File: src/armCtrlPkg.sv
`default_nettype none

package armCtrlPkg;

  // ==================================================
  // Instruction and flag types
  // ==================================================
  typedef logic [31:0] instrT;             // Raw instruction word

  typedef struct packed {
    logic n;                               // Negative
    logic z;                               // Zero
    logic c;                               // Carry
    logic v;                               // Overflow
  } flagsT;

  // Condition field, bits 31:28
  typedef enum logic [3:0] {
    EQ, NE, CS, CC, MI, PL, VS, VC,
    HI, LS, GE, LT, GT, LE, AL, NV
  } condT;

  // Data-processing opcode, bits 24:21
  typedef enum logic [3:0] {
    AND = 4'h0, EOR = 4'h1, SUB = 4'h2, RSB = 4'h3,
    ADD = 4'h4, ADC = 4'h5, SBC = 4'h6, RSC = 4'h7,
    TST = 4'h8, TEQ = 4'h9, CMP = 4'hA, CMN = 4'hB,
    ORR = 4'hC, MOV = 4'hD, BIC = 4'hE, MVN = 4'hF
  } aluCtrlT;

  // Instruction class in bits 27:26
  localparam logic [1:0] opDataProc = 2'b00;
  localparam logic [1:0] opMemory   = 2'b01;
  localparam logic [1:0] opBranch   = 2'b10;

  localparam logic [3:0] pcRegIndex = 4'd15;  // R15 as destination means a PC write

  // ==================================================
  // Stage payloads
  // ==================================================
  typedef struct packed {
    logic [1:0] regSrc;                    // Bit 1 Rd as read port 2, bit 0 PC as read port 1
    logic [1:0] immSrc;                    // Extend select
    logic       aluSrc;                    // Immediate operand
    logic       memtoReg;
    logic       regWrite;
    logic       memWrite;
    logic       branch;
    logic       setFlags;                  // S bit
    logic       pcSrc;                     // Writes R15
    logic       byteAccess;                // LDRB / STRB
    aluCtrlT    aluControl;
    condT       cond;
  } decodeCtrlT;

  typedef decodeCtrlT exCtrlT;             // Same fields, held in Execute

  typedef struct packed {
    logic       memWrite;                  // Condition gated
    logic       memtoReg;
    logic       regWrite;                  // Condition gated
    logic       pcSrc;                     // Condition gated
    logic       setFlags;                  // Condition gated
    logic       byteAccess;
    logic [3:0] byteMask;
    logic [1:0] byteOffset;
    flagsT      nextFlags;
  } memCtrlT;

  typedef struct packed {
    logic       memtoReg;
    logic       regWrite;
    logic       pcSrc;
    logic       setFlags;
    logic       loadByte;                  // Byte load needs the aligner
    logic [1:0] byteOffset;
    flagsT      nextFlags;
  } wbCtrlT;

endpackage

`default_nettype wire

File: src/armController.sv
`default_nettype none

module armController (
  input  wire                     clk,
  input  wire                     rstN,
  // Datapath
  input  wire armCtrlPkg::instrT  instrD,
  input  wire armCtrlPkg::flagsT  aluFlagsE,
  input  wire [31:0]              aluResultE,
  // Hazard unit
  input  wire                     StallE,
  input  wire                     FlushE,
  input  wire                     StallM,
  input  wire                     StallW,
  input  wire                     FlushW,
  // Decode controls
  output logic [1:0]              regSrcD,
  output logic [1:0]              immSrcD,
  // Execute controls
  output logic                    aluSrcE,
  output armCtrlPkg::aluCtrlT     aluControlE,
  output logic                    branchTakenE,
  // Memory controls
  output logic                    memWriteM,
  output logic                    memtoRegM,
  output logic                    regWriteM,
  output logic [3:0]              byteMaskM,
  // Writeback controls
  output logic                    memtoRegW,
  output logic                    regWriteW,
  output logic                    pcSrcW,
  output logic                    loadByteW,
  output logic [1:0]              byteOffsetW,
  // To hazard unit
  output logic                    pcWrPendingF
);

  import armCtrlPkg::*;

  decodeCtrlT ctrlD;
  exCtrlT     ctrlE;
  flagsT      flagsFwdE;                   // NZCV seen by Execute
  flagsT      nextFlagsE;
  logic       condExE;
  logic [3:0] byteMaskE;
  logic [1:0] byteOffsetE;
  memCtrlT    memNext, memQ;
  wbCtrlT     wbNext, wbQ;

  // ==================================================
  // Decode
  // ==================================================
  instrDecoder decoder0 (
    .instrD (instrD),
    .ctrlD  (ctrlD)
  );

  assign regSrcD = ctrlD.regSrc;
  assign immSrcD = ctrlD.immSrc;

  pipeStageReg #(.payloadT(exCtrlT)) exReg0 (
    .clk  (clk),
    .rstN (rstN),
    .en   (~StallE),
    .clr  (FlushE),
    .d    (ctrlD),
    .q    (ctrlE)
  );

  // ==================================================
  // Execute
  // ==================================================
  flagUnit flags0 (
    .clk      (clk),
    .rstN     (rstN),
    .stallW   (StallW),
    .memFlags (memQ.nextFlags),
    .memSet   (memQ.setFlags),
    .wbFlags  (wbQ.nextFlags),
    .wbSet    (wbQ.setFlags),
    .flagsE   (flagsFwdE)
  );

  condCheck cond0 (
    .cond      (ctrlE.cond),
    .flags     (flagsFwdE),
    .aluFlags  (aluFlagsE),
    .setFlags  (ctrlE.setFlags),
    .condEx    (condExE),
    .nextFlags (nextFlagsE)
  );

  memAccessCtrl memAcc0 (
    .byteAccess (ctrlE.byteAccess),
    .addrLow    (aluResultE[1:0]),         // Upper address bits go to memory only
    .byteMask   (byteMaskE),
    .byteOffset (byteOffsetE)
  );

  assign aluSrcE      = ctrlE.aluSrc;
  assign aluControlE  = ctrlE.aluControl;
  assign branchTakenE = ctrlE.branch & condExE;

  // Failed condition kills every architectural write
  always_comb begin
    memNext.memWrite   = ctrlE.memWrite & condExE;
    memNext.memtoReg   = ctrlE.memtoReg;
    memNext.regWrite   = ctrlE.regWrite & condExE;
    memNext.pcSrc      = ctrlE.pcSrc & condExE;
    memNext.setFlags   = ctrlE.setFlags & condExE;
    memNext.byteAccess = ctrlE.byteAccess;
    memNext.byteMask   = byteMaskE;
    memNext.byteOffset = byteOffsetE;
    memNext.nextFlags  = nextFlagsE;
  end

  // ==================================================
  // Memory
  // ==================================================
  pipeStageReg #(.payloadT(memCtrlT)) memReg0 (
    .clk  (clk),
    .rstN (rstN),
    .en   (~StallM),
    .clr  (1'b0),                          // Memory stage is never flushed
    .d    (memNext),
    .q    (memQ)
  );

  assign memWriteM = memQ.memWrite;
  assign memtoRegM = memQ.memtoReg;
  assign regWriteM = memQ.regWrite;
  assign byteMaskM = memQ.byteMask;

  always_comb begin
    wbNext.memtoReg   = memQ.memtoReg;
    wbNext.regWrite   = memQ.regWrite;
    wbNext.pcSrc      = memQ.pcSrc;
    wbNext.setFlags   = memQ.setFlags;
    wbNext.loadByte   = memQ.byteAccess & memQ.memtoReg;  // LDRB only
    wbNext.byteOffset = memQ.byteOffset;
    wbNext.nextFlags  = memQ.nextFlags;
  end

  // ==================================================
  // Writeback
  // ==================================================
  pipeStageReg #(.payloadT(wbCtrlT)) wbReg0 (
    .clk  (clk),
    .rstN (rstN),
    .en   (~StallW),
    .clr  (FlushW),
    .d    (wbNext),
    .q    (wbQ)
  );

  assign memtoRegW   = wbQ.memtoReg;
  assign regWriteW   = wbQ.regWrite;
  assign pcSrcW      = wbQ.pcSrc;
  assign loadByteW   = wbQ.loadByte;
  assign byteOffsetW = wbQ.byteOffset;

  // Fetch waits while any older instruction may still redirect the PC
  assign pcWrPendingF = ctrlD.pcSrc | ctrlE.pcSrc | memQ.pcSrc;

endmodule

`default_nettype wire

File: src/condCheck.sv
`default_nettype none

module condCheck (
  input  wire armCtrlPkg::condT  cond,
  input  wire armCtrlPkg::flagsT flags,    // Forwarded NZCV
  input  wire armCtrlPkg::flagsT aluFlags, // Result flags of this instruction
  input  wire                    setFlags,
  output logic                   condEx,
  output armCtrlPkg::flagsT      nextFlags
);

  import armCtrlPkg::*;

  logic signedGe;                          // N equals V

  assign signedGe = ~(flags.n ^ flags.v);

  always_comb begin
    case (cond)
      EQ: condEx = flags.z;
      NE: condEx = ~flags.z;
      CS: condEx = flags.c;
      CC: condEx = ~flags.c;
      MI: condEx = flags.n;
      PL: condEx = ~flags.n;
      VS: condEx = flags.v;
      VC: condEx = ~flags.v;
      HI: condEx = flags.c & ~flags.z;     // Unsigned higher
      LS: condEx = ~flags.c | flags.z;
      GE: condEx = signedGe;
      LT: condEx = ~signedGe;
      GT: condEx = ~flags.z & signedGe;
      LE: condEx = flags.z | ~signedGe;
      AL: condEx = 1'b1;
      NV: condEx = 1'b0;                   // Never executes
      default: condEx = 1'b0;
    endcase
  end

  // Only an executed S instruction changes NZCV
  always_comb begin
    if (setFlags && condEx) begin
      nextFlags = aluFlags;
    end else begin
      nextFlags = flags;
    end
  end

endmodule

`default_nettype wire

File: src/flagUnit.sv
`default_nettype none

module flagUnit (
  input  wire                    clk,
  input  wire                    rstN,
  input  wire                    stallW,
  input  wire armCtrlPkg::flagsT memFlags, // Pending update in Memory
  input  wire                    memSet,
  input  wire armCtrlPkg::flagsT wbFlags,  // Pending update in Writeback
  input  wire                    wbSet,
  output armCtrlPkg::flagsT      flagsE
);

  import armCtrlPkg::*;

  flagsT flagsQ;                           // Architectural NZCV

  // Commit at the end of Writeback
  always_ff @(posedge clk or negedge rstN) begin
    if (!rstN) begin
      flagsQ <= '0;
    end else if (wbSet && !stallW) begin
      flagsQ <= wbFlags;
    end
  end

  // Youngest older setter wins
  always_comb begin
    if (memSet) begin
      flagsE = memFlags;
    end else if (wbSet) begin
      flagsE = wbFlags;
    end else begin
      flagsE = flagsQ;
    end
  end

endmodule

`default_nettype wire

File: src/instrDecoder.sv
`default_nettype none

module instrDecoder (
  input  wire armCtrlPkg::instrT      instrD,
  output armCtrlPkg::decodeCtrlT      ctrlD
);

  import armCtrlPkg::*;

  logic [1:0] opField;                     // Instruction class
  logic       immBit;                      // I bit, bit 25
  logic       loadBit;                     // L bit for memory, S bit for data processing
  logic       upBit;                       // U bit, add or subtract offset
  logic       byteBit;                     // B bit
  logic       badLdSt;                     // Register offset with bit 4 set
  logic       compareOp;                   // TST / TEQ / CMP / CMN
  logic [3:0] rdField;

  assign opField   = instrD[27:26];
  assign immBit    = instrD[25];
  assign loadBit   = instrD[20];
  assign upBit     = instrD[23];
  assign byteBit   = instrD[22];
  assign badLdSt   = instrD[25] & instrD[4];
  assign compareOp = (instrD[24:23] == 2'b10);  // Opcodes 10xx only set flags
  assign rdField   = instrD[15:12];

  always_comb begin
    ctrlD      = '0;                       // No-op unless a class below claims it
    ctrlD.cond = condT'(instrD[31:28]);

    case (opField)
      // ==================================================
      opDataProc: begin
        // Multiply and halfword encodings fall in here too
        ctrlD.immSrc     = 2'b00;
        ctrlD.aluSrc     = immBit;         // Rotated imm8 or register
        ctrlD.aluControl = aluCtrlT'(instrD[24:21]);
        ctrlD.setFlags   = loadBit;
        ctrlD.regWrite   = ~compareOp;
      end

      // ==================================================
      opMemory: begin
        if (!badLdSt) begin
          ctrlD.immSrc     = 2'b01;        // imm12 zero extended
          ctrlD.aluSrc     = ~immBit;      // I bit clear means immediate offset here
          ctrlD.aluControl = upBit ? ADD : SUB;
          ctrlD.byteAccess = byteBit;
          if (loadBit) begin
            ctrlD.memtoReg = 1'b1;
            ctrlD.regWrite = 1'b1;
          end else begin
            ctrlD.memWrite = 1'b1;
            ctrlD.regSrc   = 2'b10;        // Store data comes from Rd
          end
        end
      end

      // ==================================================
      opBranch: begin
        ctrlD.regSrc     = 2'b01;          // PC on port 1
        ctrlD.immSrc     = 2'b10;          // imm24 shifted
        ctrlD.aluSrc     = 1'b1;
        ctrlD.aluControl = ADD;
        ctrlD.branch     = 1'b1;
      end

      // Coprocessor and SWI space stays a no-op
      default: ctrlD.regWrite = 1'b0;
    endcase

    // PC write, either R15 as destination or a branch
    ctrlD.pcSrc = ((rdField == pcRegIndex) & ctrlD.regWrite) | ctrlD.branch;
  end

endmodule

`default_nettype wire

File: src/memAccessCtrl.sv
`default_nettype none

module memAccessCtrl (
  input  wire        byteAccess,
  input  wire  [1:0] addrLow,              // Address bits 1:0
  output logic [3:0] byteMask,             // Write strobe per byte lane
  output logic [1:0] byteOffset
);

  // Little-endian lanes with lane 0 at bits 7:0
  always_comb begin
    if (byteAccess) begin
      case (addrLow)
        2'd0:    byteMask = 4'b0001;
        2'd1:    byteMask = 4'b0010;
        2'd2:    byteMask = 4'b0100;
        default: byteMask = 4'b1000;
      endcase
    end else begin
      byteMask = 4'b1111;                  // Whole word
    end
  end

  // Carried down to the load aligner
  assign byteOffset = addrLow;

endmodule

`default_nettype wire

File: src/pipeStageReg.sv
`default_nettype none

module pipeStageReg #(
  parameter type payloadT = logic          // Stage payload struct
) (
  input  wire     clk,
  input  wire     rstN,
  input  wire     en,                      // Low holds the stage
  input  wire     clr,                     // Bubble insert
  input  wire payloadT d,
  output payloadT q
);

  // Clear wins over enable so a flush during a freeze still lands
  always_ff @(posedge clk or negedge rstN) begin
    if (!rstN) begin
      q <= '0;
    end else if (clr) begin
      q <= '0;                             // All write bits low
    end else if (en) begin
      q <= d;
    end
  end

endmodule

`default_nettype wire

File: config.mk
export PLATFORM = sky130hd
export DESIGN_NAME = armController
export DESIGN_NICKNAME = d
export VERILOG_FILES = /design/src/armCtrlPkg.sv /design/src/armController.sv /design/src/condCheck.sv /design/src/flagUnit.sv /design/src/instrDecoder.sv /design/src/memAccessCtrl.sv /design/src/pipeStageReg.sv
export SDC_FILE = /design/constraint.sdc
export NUM_CORES = 1
export LEC_CHECK = 0
export BUFFER_PORTS_ARGS = -buffer_cell sky130_fd_sc_hd__buf_2
export CORE_ASPECT_RATIO = 1.25
export CORE_MARGIN = 3
export CORE_UTILIZATION = 25
export DETAILED_ROUTE_END_ITERATION = 12
export PLACE_DENSITY = 0.45
export SLEW_MARGIN = 25
export SYNTH_ARGS = -nofsm -noshare
export SYNTH_HDL_FRONTEND = slang
export SYNTH_SLANG_ARGS = --single-unit
export TNS_END_PERCENT = 5
File: constraint.sdc
create_clock -name clk -period 5.3 [get_ports clk]
set_input_delay 1.06 -clock clk [delete_from_list [all_inputs] [get_ports clk]]
set_output_delay 1.06 -clock clk [all_outputs]
set_load 0.02 [all_outputs]
==> impl_metrics.csv <==
group,metric,value,unit
run_status,status,"finished, final reports clean",
grt,grt_pass1_wl,9.50,mm
critical_path,timing.rr.end,"memReg0.q[1]$_DFFE_PN0N_",
clocking,cts_tree,"built",
layout,antenna_cells,0,
critical_path,required,4.24,ns
drt,first_pass_iters,4,
grt,grt_usage,10.4,%
clocking,cts_root_buf,"clkbuf_16",
sta,grt_setup_unrepaired,"false",
yosys,ys_types,47,
layout,nFillCells,1060,
yosys,yosys.area.top_type,"dfrtp_1",
sta,slew-limit-headroom,59.9,%
sta,layout_setup_ws,1.45,ns
clocking,hold_buffers,0,
placement,place_congestion,0.776,
yosys,postSynthAreaPerCell,10.5,um^2
floorplan,placeableCoreArea,0.00981,mm^2
drt,ant_nets,0,
layout,seq_area,0.00118,mm^2
critical_path,worstSetupEndpointType,"primary output",
grt,grt_antenna_before_repair,0,
layout,multi_input_area,0.00123,mm^2
sta,slew_violations,0,
yosys,synthTopCellsByCount,"47 x dfrtp_1, 38 x nor2_1, 19 x mux2i_1",
placement,place_area,0.00287,mm^2
drt,routedWlPerCell,14.0,um
grt,grt_max_degree,48,
clocking,worst_skew_pair.late_latency,0.28,ns
layout,drive_above_1_share,30.2,%
hold_path,hold_path_end,"memReg0.q[5]$_DFFE_PN0N_",
floorplan,start_util,26.1,%
clocking,htreeDepth,2,
layout,layout.nets,364,
layout,syn2layout_area_growth,18.7,%
critical_path,ff2ff_path_depth,7,
clocking,clkSlewWorstSetupHoldPaths,0.07,ns
power,total_power,0.835,mW
sta,final.period_utilization,72.7,%
yosys,synth-edff-count,0,
yosys,yosys_warnings,0,
drt,drc,0,
floorplan,pin_count,99,
clocking,cts-resized-gates,0,
critical_path,path_class,"reg2out",
critical_path,critPathLaunchType,"register",
floorplan,die-area,0.0115,mm^2
power,powerDensity,275,mW/mm^2
floorplan,dieWidth,96.6,um
yosys,yosys_most_used_dff,"dfrtp_1",
drt,viasPerCell,4.63,
floorplan,floorplan.rows,40,
yosys,syn_inst,244,
sta,period_minus_slack,3.85,ns
sta,worstMarginPinSlew,0.602,ns
critical_path,worstReg2RegStart,"wbReg0.q[7]$_DFFE_PN0P_",
sta,setup_viol,0,
floorplan,fp.dieH,119,um
drt,drt-total-wl,5.75,mm
clocking,post_cts_buffers,0,
yosys,ys_ff_latch,47,
layout,post-route-util,31.0,%
job,maxCapViolCount,0,
clocking,cts_made_buffers,5,
hold_path,hold_path_depth,2,
layout,post-route-cell-area,0.00304,mm^2
placement,dpl.hpwl,4.31,mm
sta,hold_viol,0,
yosys,syn_nets,324,
sta,max_freq,260,MHz
power,p_leak,1.46,nW
sta,fin_setup_tns,0,ns
yosys,synth_top_area_share,45.9,%
critical_path,rrSetupSlack,2.66,ns
placement,dp_slack,1.74,ns
yosys,synth.area.top_cells,"dfrtp_1 46%, mux2i_1 7.4%, nor2_1 5.6%",
placement,io_buffers,53,
hold_path,min_path_type,"reg2reg",
clocking,cts.sinks,47,
clocking,clockBufferDepth,2,
critical_path,crit_fanout,6,
hold_path,min-delay-start,"memReg0.q[5]$_DFFE_PN0N_",
yosys,synthArstFlopShare,100,%
power,ir_drop,0.123,mV
critical_path,worstPathArrival,2.79,ns
grt,gr-total-overflow,0,
drt,dr.first_iter.drc_count,59,
yosys,netlist_area,0.00256,mm^2
grt,grt_pass1_vias,1859,
yosys,ys_seq_area_share,45.9,%
yosys,synth.most_common_cell,"dfrtp_1",
sta,skew,0.00890,ns
drt,vias,1901,
[cell families (layout without fill, tap and decap cells)]
logic type | after synthesis | after routing | synth area share, %
simple gates | 82 | 82 | 15.9
flops | 47 | 47 | 45.9
compound gates | 43 | 43 | 12.9
mux | 34 | 34 | 15.3
buf+inv | 30 | 71 | 6.01
fa+ha+maj | 5 | 5 | 2.44
xor+xnor | 3 | 3 | 1.56
[cell type report]
| cell class | instances | share of cell area [%] |
|---|---|---|
| well taps | 126 | 5.19 |
| inverters | 10 | 1.23 |
| multi-input cells | 167 | 40.5 |
| repair buffers | 53 | 8.81 |
| clock buffers | 5 | 4.12 |
| clock inverters | 3 | 1.44 |
| flip-flops and latches | 47 | 38.7 |
[cells in the final DEF (no fill, tap or decap), drive strengths merged, types with 3 or more instances in the layout]
cell | synthesis | final
nor3 | 6 | 6
nand2b | 4 | 4
nor3b | 3 | 3
o311ai | 4 | 4
inv | 10 | 10
a211oi | 3 | 3
nor2b | 7 | 7
mux2i | 21 | 21
or3 | 3 | 3
o21ai | 7 | 7
nor2 | 38 | 38
ha | 5 | 5
and2 | 3 | 3
a22o | 3 | 3
dfrtp | 47 | 47
clkbuf | 8 | 5
nand3 | 3 | 3
mux2 | 12 | 12
nand2 | 11 | 11
buf | 12 | 53
a21oi | 14 | 14
[routing by layer]
metal | GRT usage [%] | up-vias | part of all wire [%]
met1 | 14.7 | 924 | 48
met4 | 2.63 | 0 | 1.1
met5 | 0 | - | 0
met3 | 1.90 | 5 | 3.9
li1 | - | 928 | -
met2 | 16.2 | 44 | 47
[where the power goes]
part | switching (mW) | internal (mW) | leakage, nW
registers | 0.0107 | 0.370 | 0.625
clock network | 0.132 | 0.222 | 0.0838
logic | 0.0586 | 0.0410 | 0.747
total | 0.201 | 0.633 | 1.46
[stage by stage]
step,instances,hold WS (ns)
floorplan,244,0.449
global placement,403,0.464
detailed placement,403,0.475
CTS,411,0.491
global route,411,0.513
finish,411,0.482
[sequential cells by signal, summed over array words and instances, names as in the netlist]
name           flops
wbReg0.q          11
memReg0.q         16
flags0.flagsQ      4
exReg0.q          16
[critical path, stage by stage (launching register included)]
cell     delay [ns]
dfrtp_1        0.49
mux2_4         0.36
mux4_2         0.50
xnor2_1        0.15
a221o_2        0.43
o21ba_2        0.26
and2_1         0.17
buf_2          0.16
[how the worst max path moves through the flow]
stage                             from            to  slack (ns)  cells past startpoint
2_1_floorplan  wbReg0.q[7]$_DFFE_PN0P_  branchTakenE        1.97                      7
3_3_place_gp   wbReg0.q[7]$_DFFE_PN0P_  branchTakenE        1.76                      7
3_5_place_dp   wbReg0.q[7]$_DFFE_PN0P_  branchTakenE        1.74                      7
4_1_cts        wbReg0.q[7]$_DFFE_PN0P_  branchTakenE        1.42                      7
5_1_grt        wbReg0.q[7]$_DFFE_PN0P_  branchTakenE        1.33                      7
6_report       wbReg0.q[7]$_DFFE_PN0P_  branchTakenE        1.45                      7
Note: power is estimated with default switching activity, not from simulation.
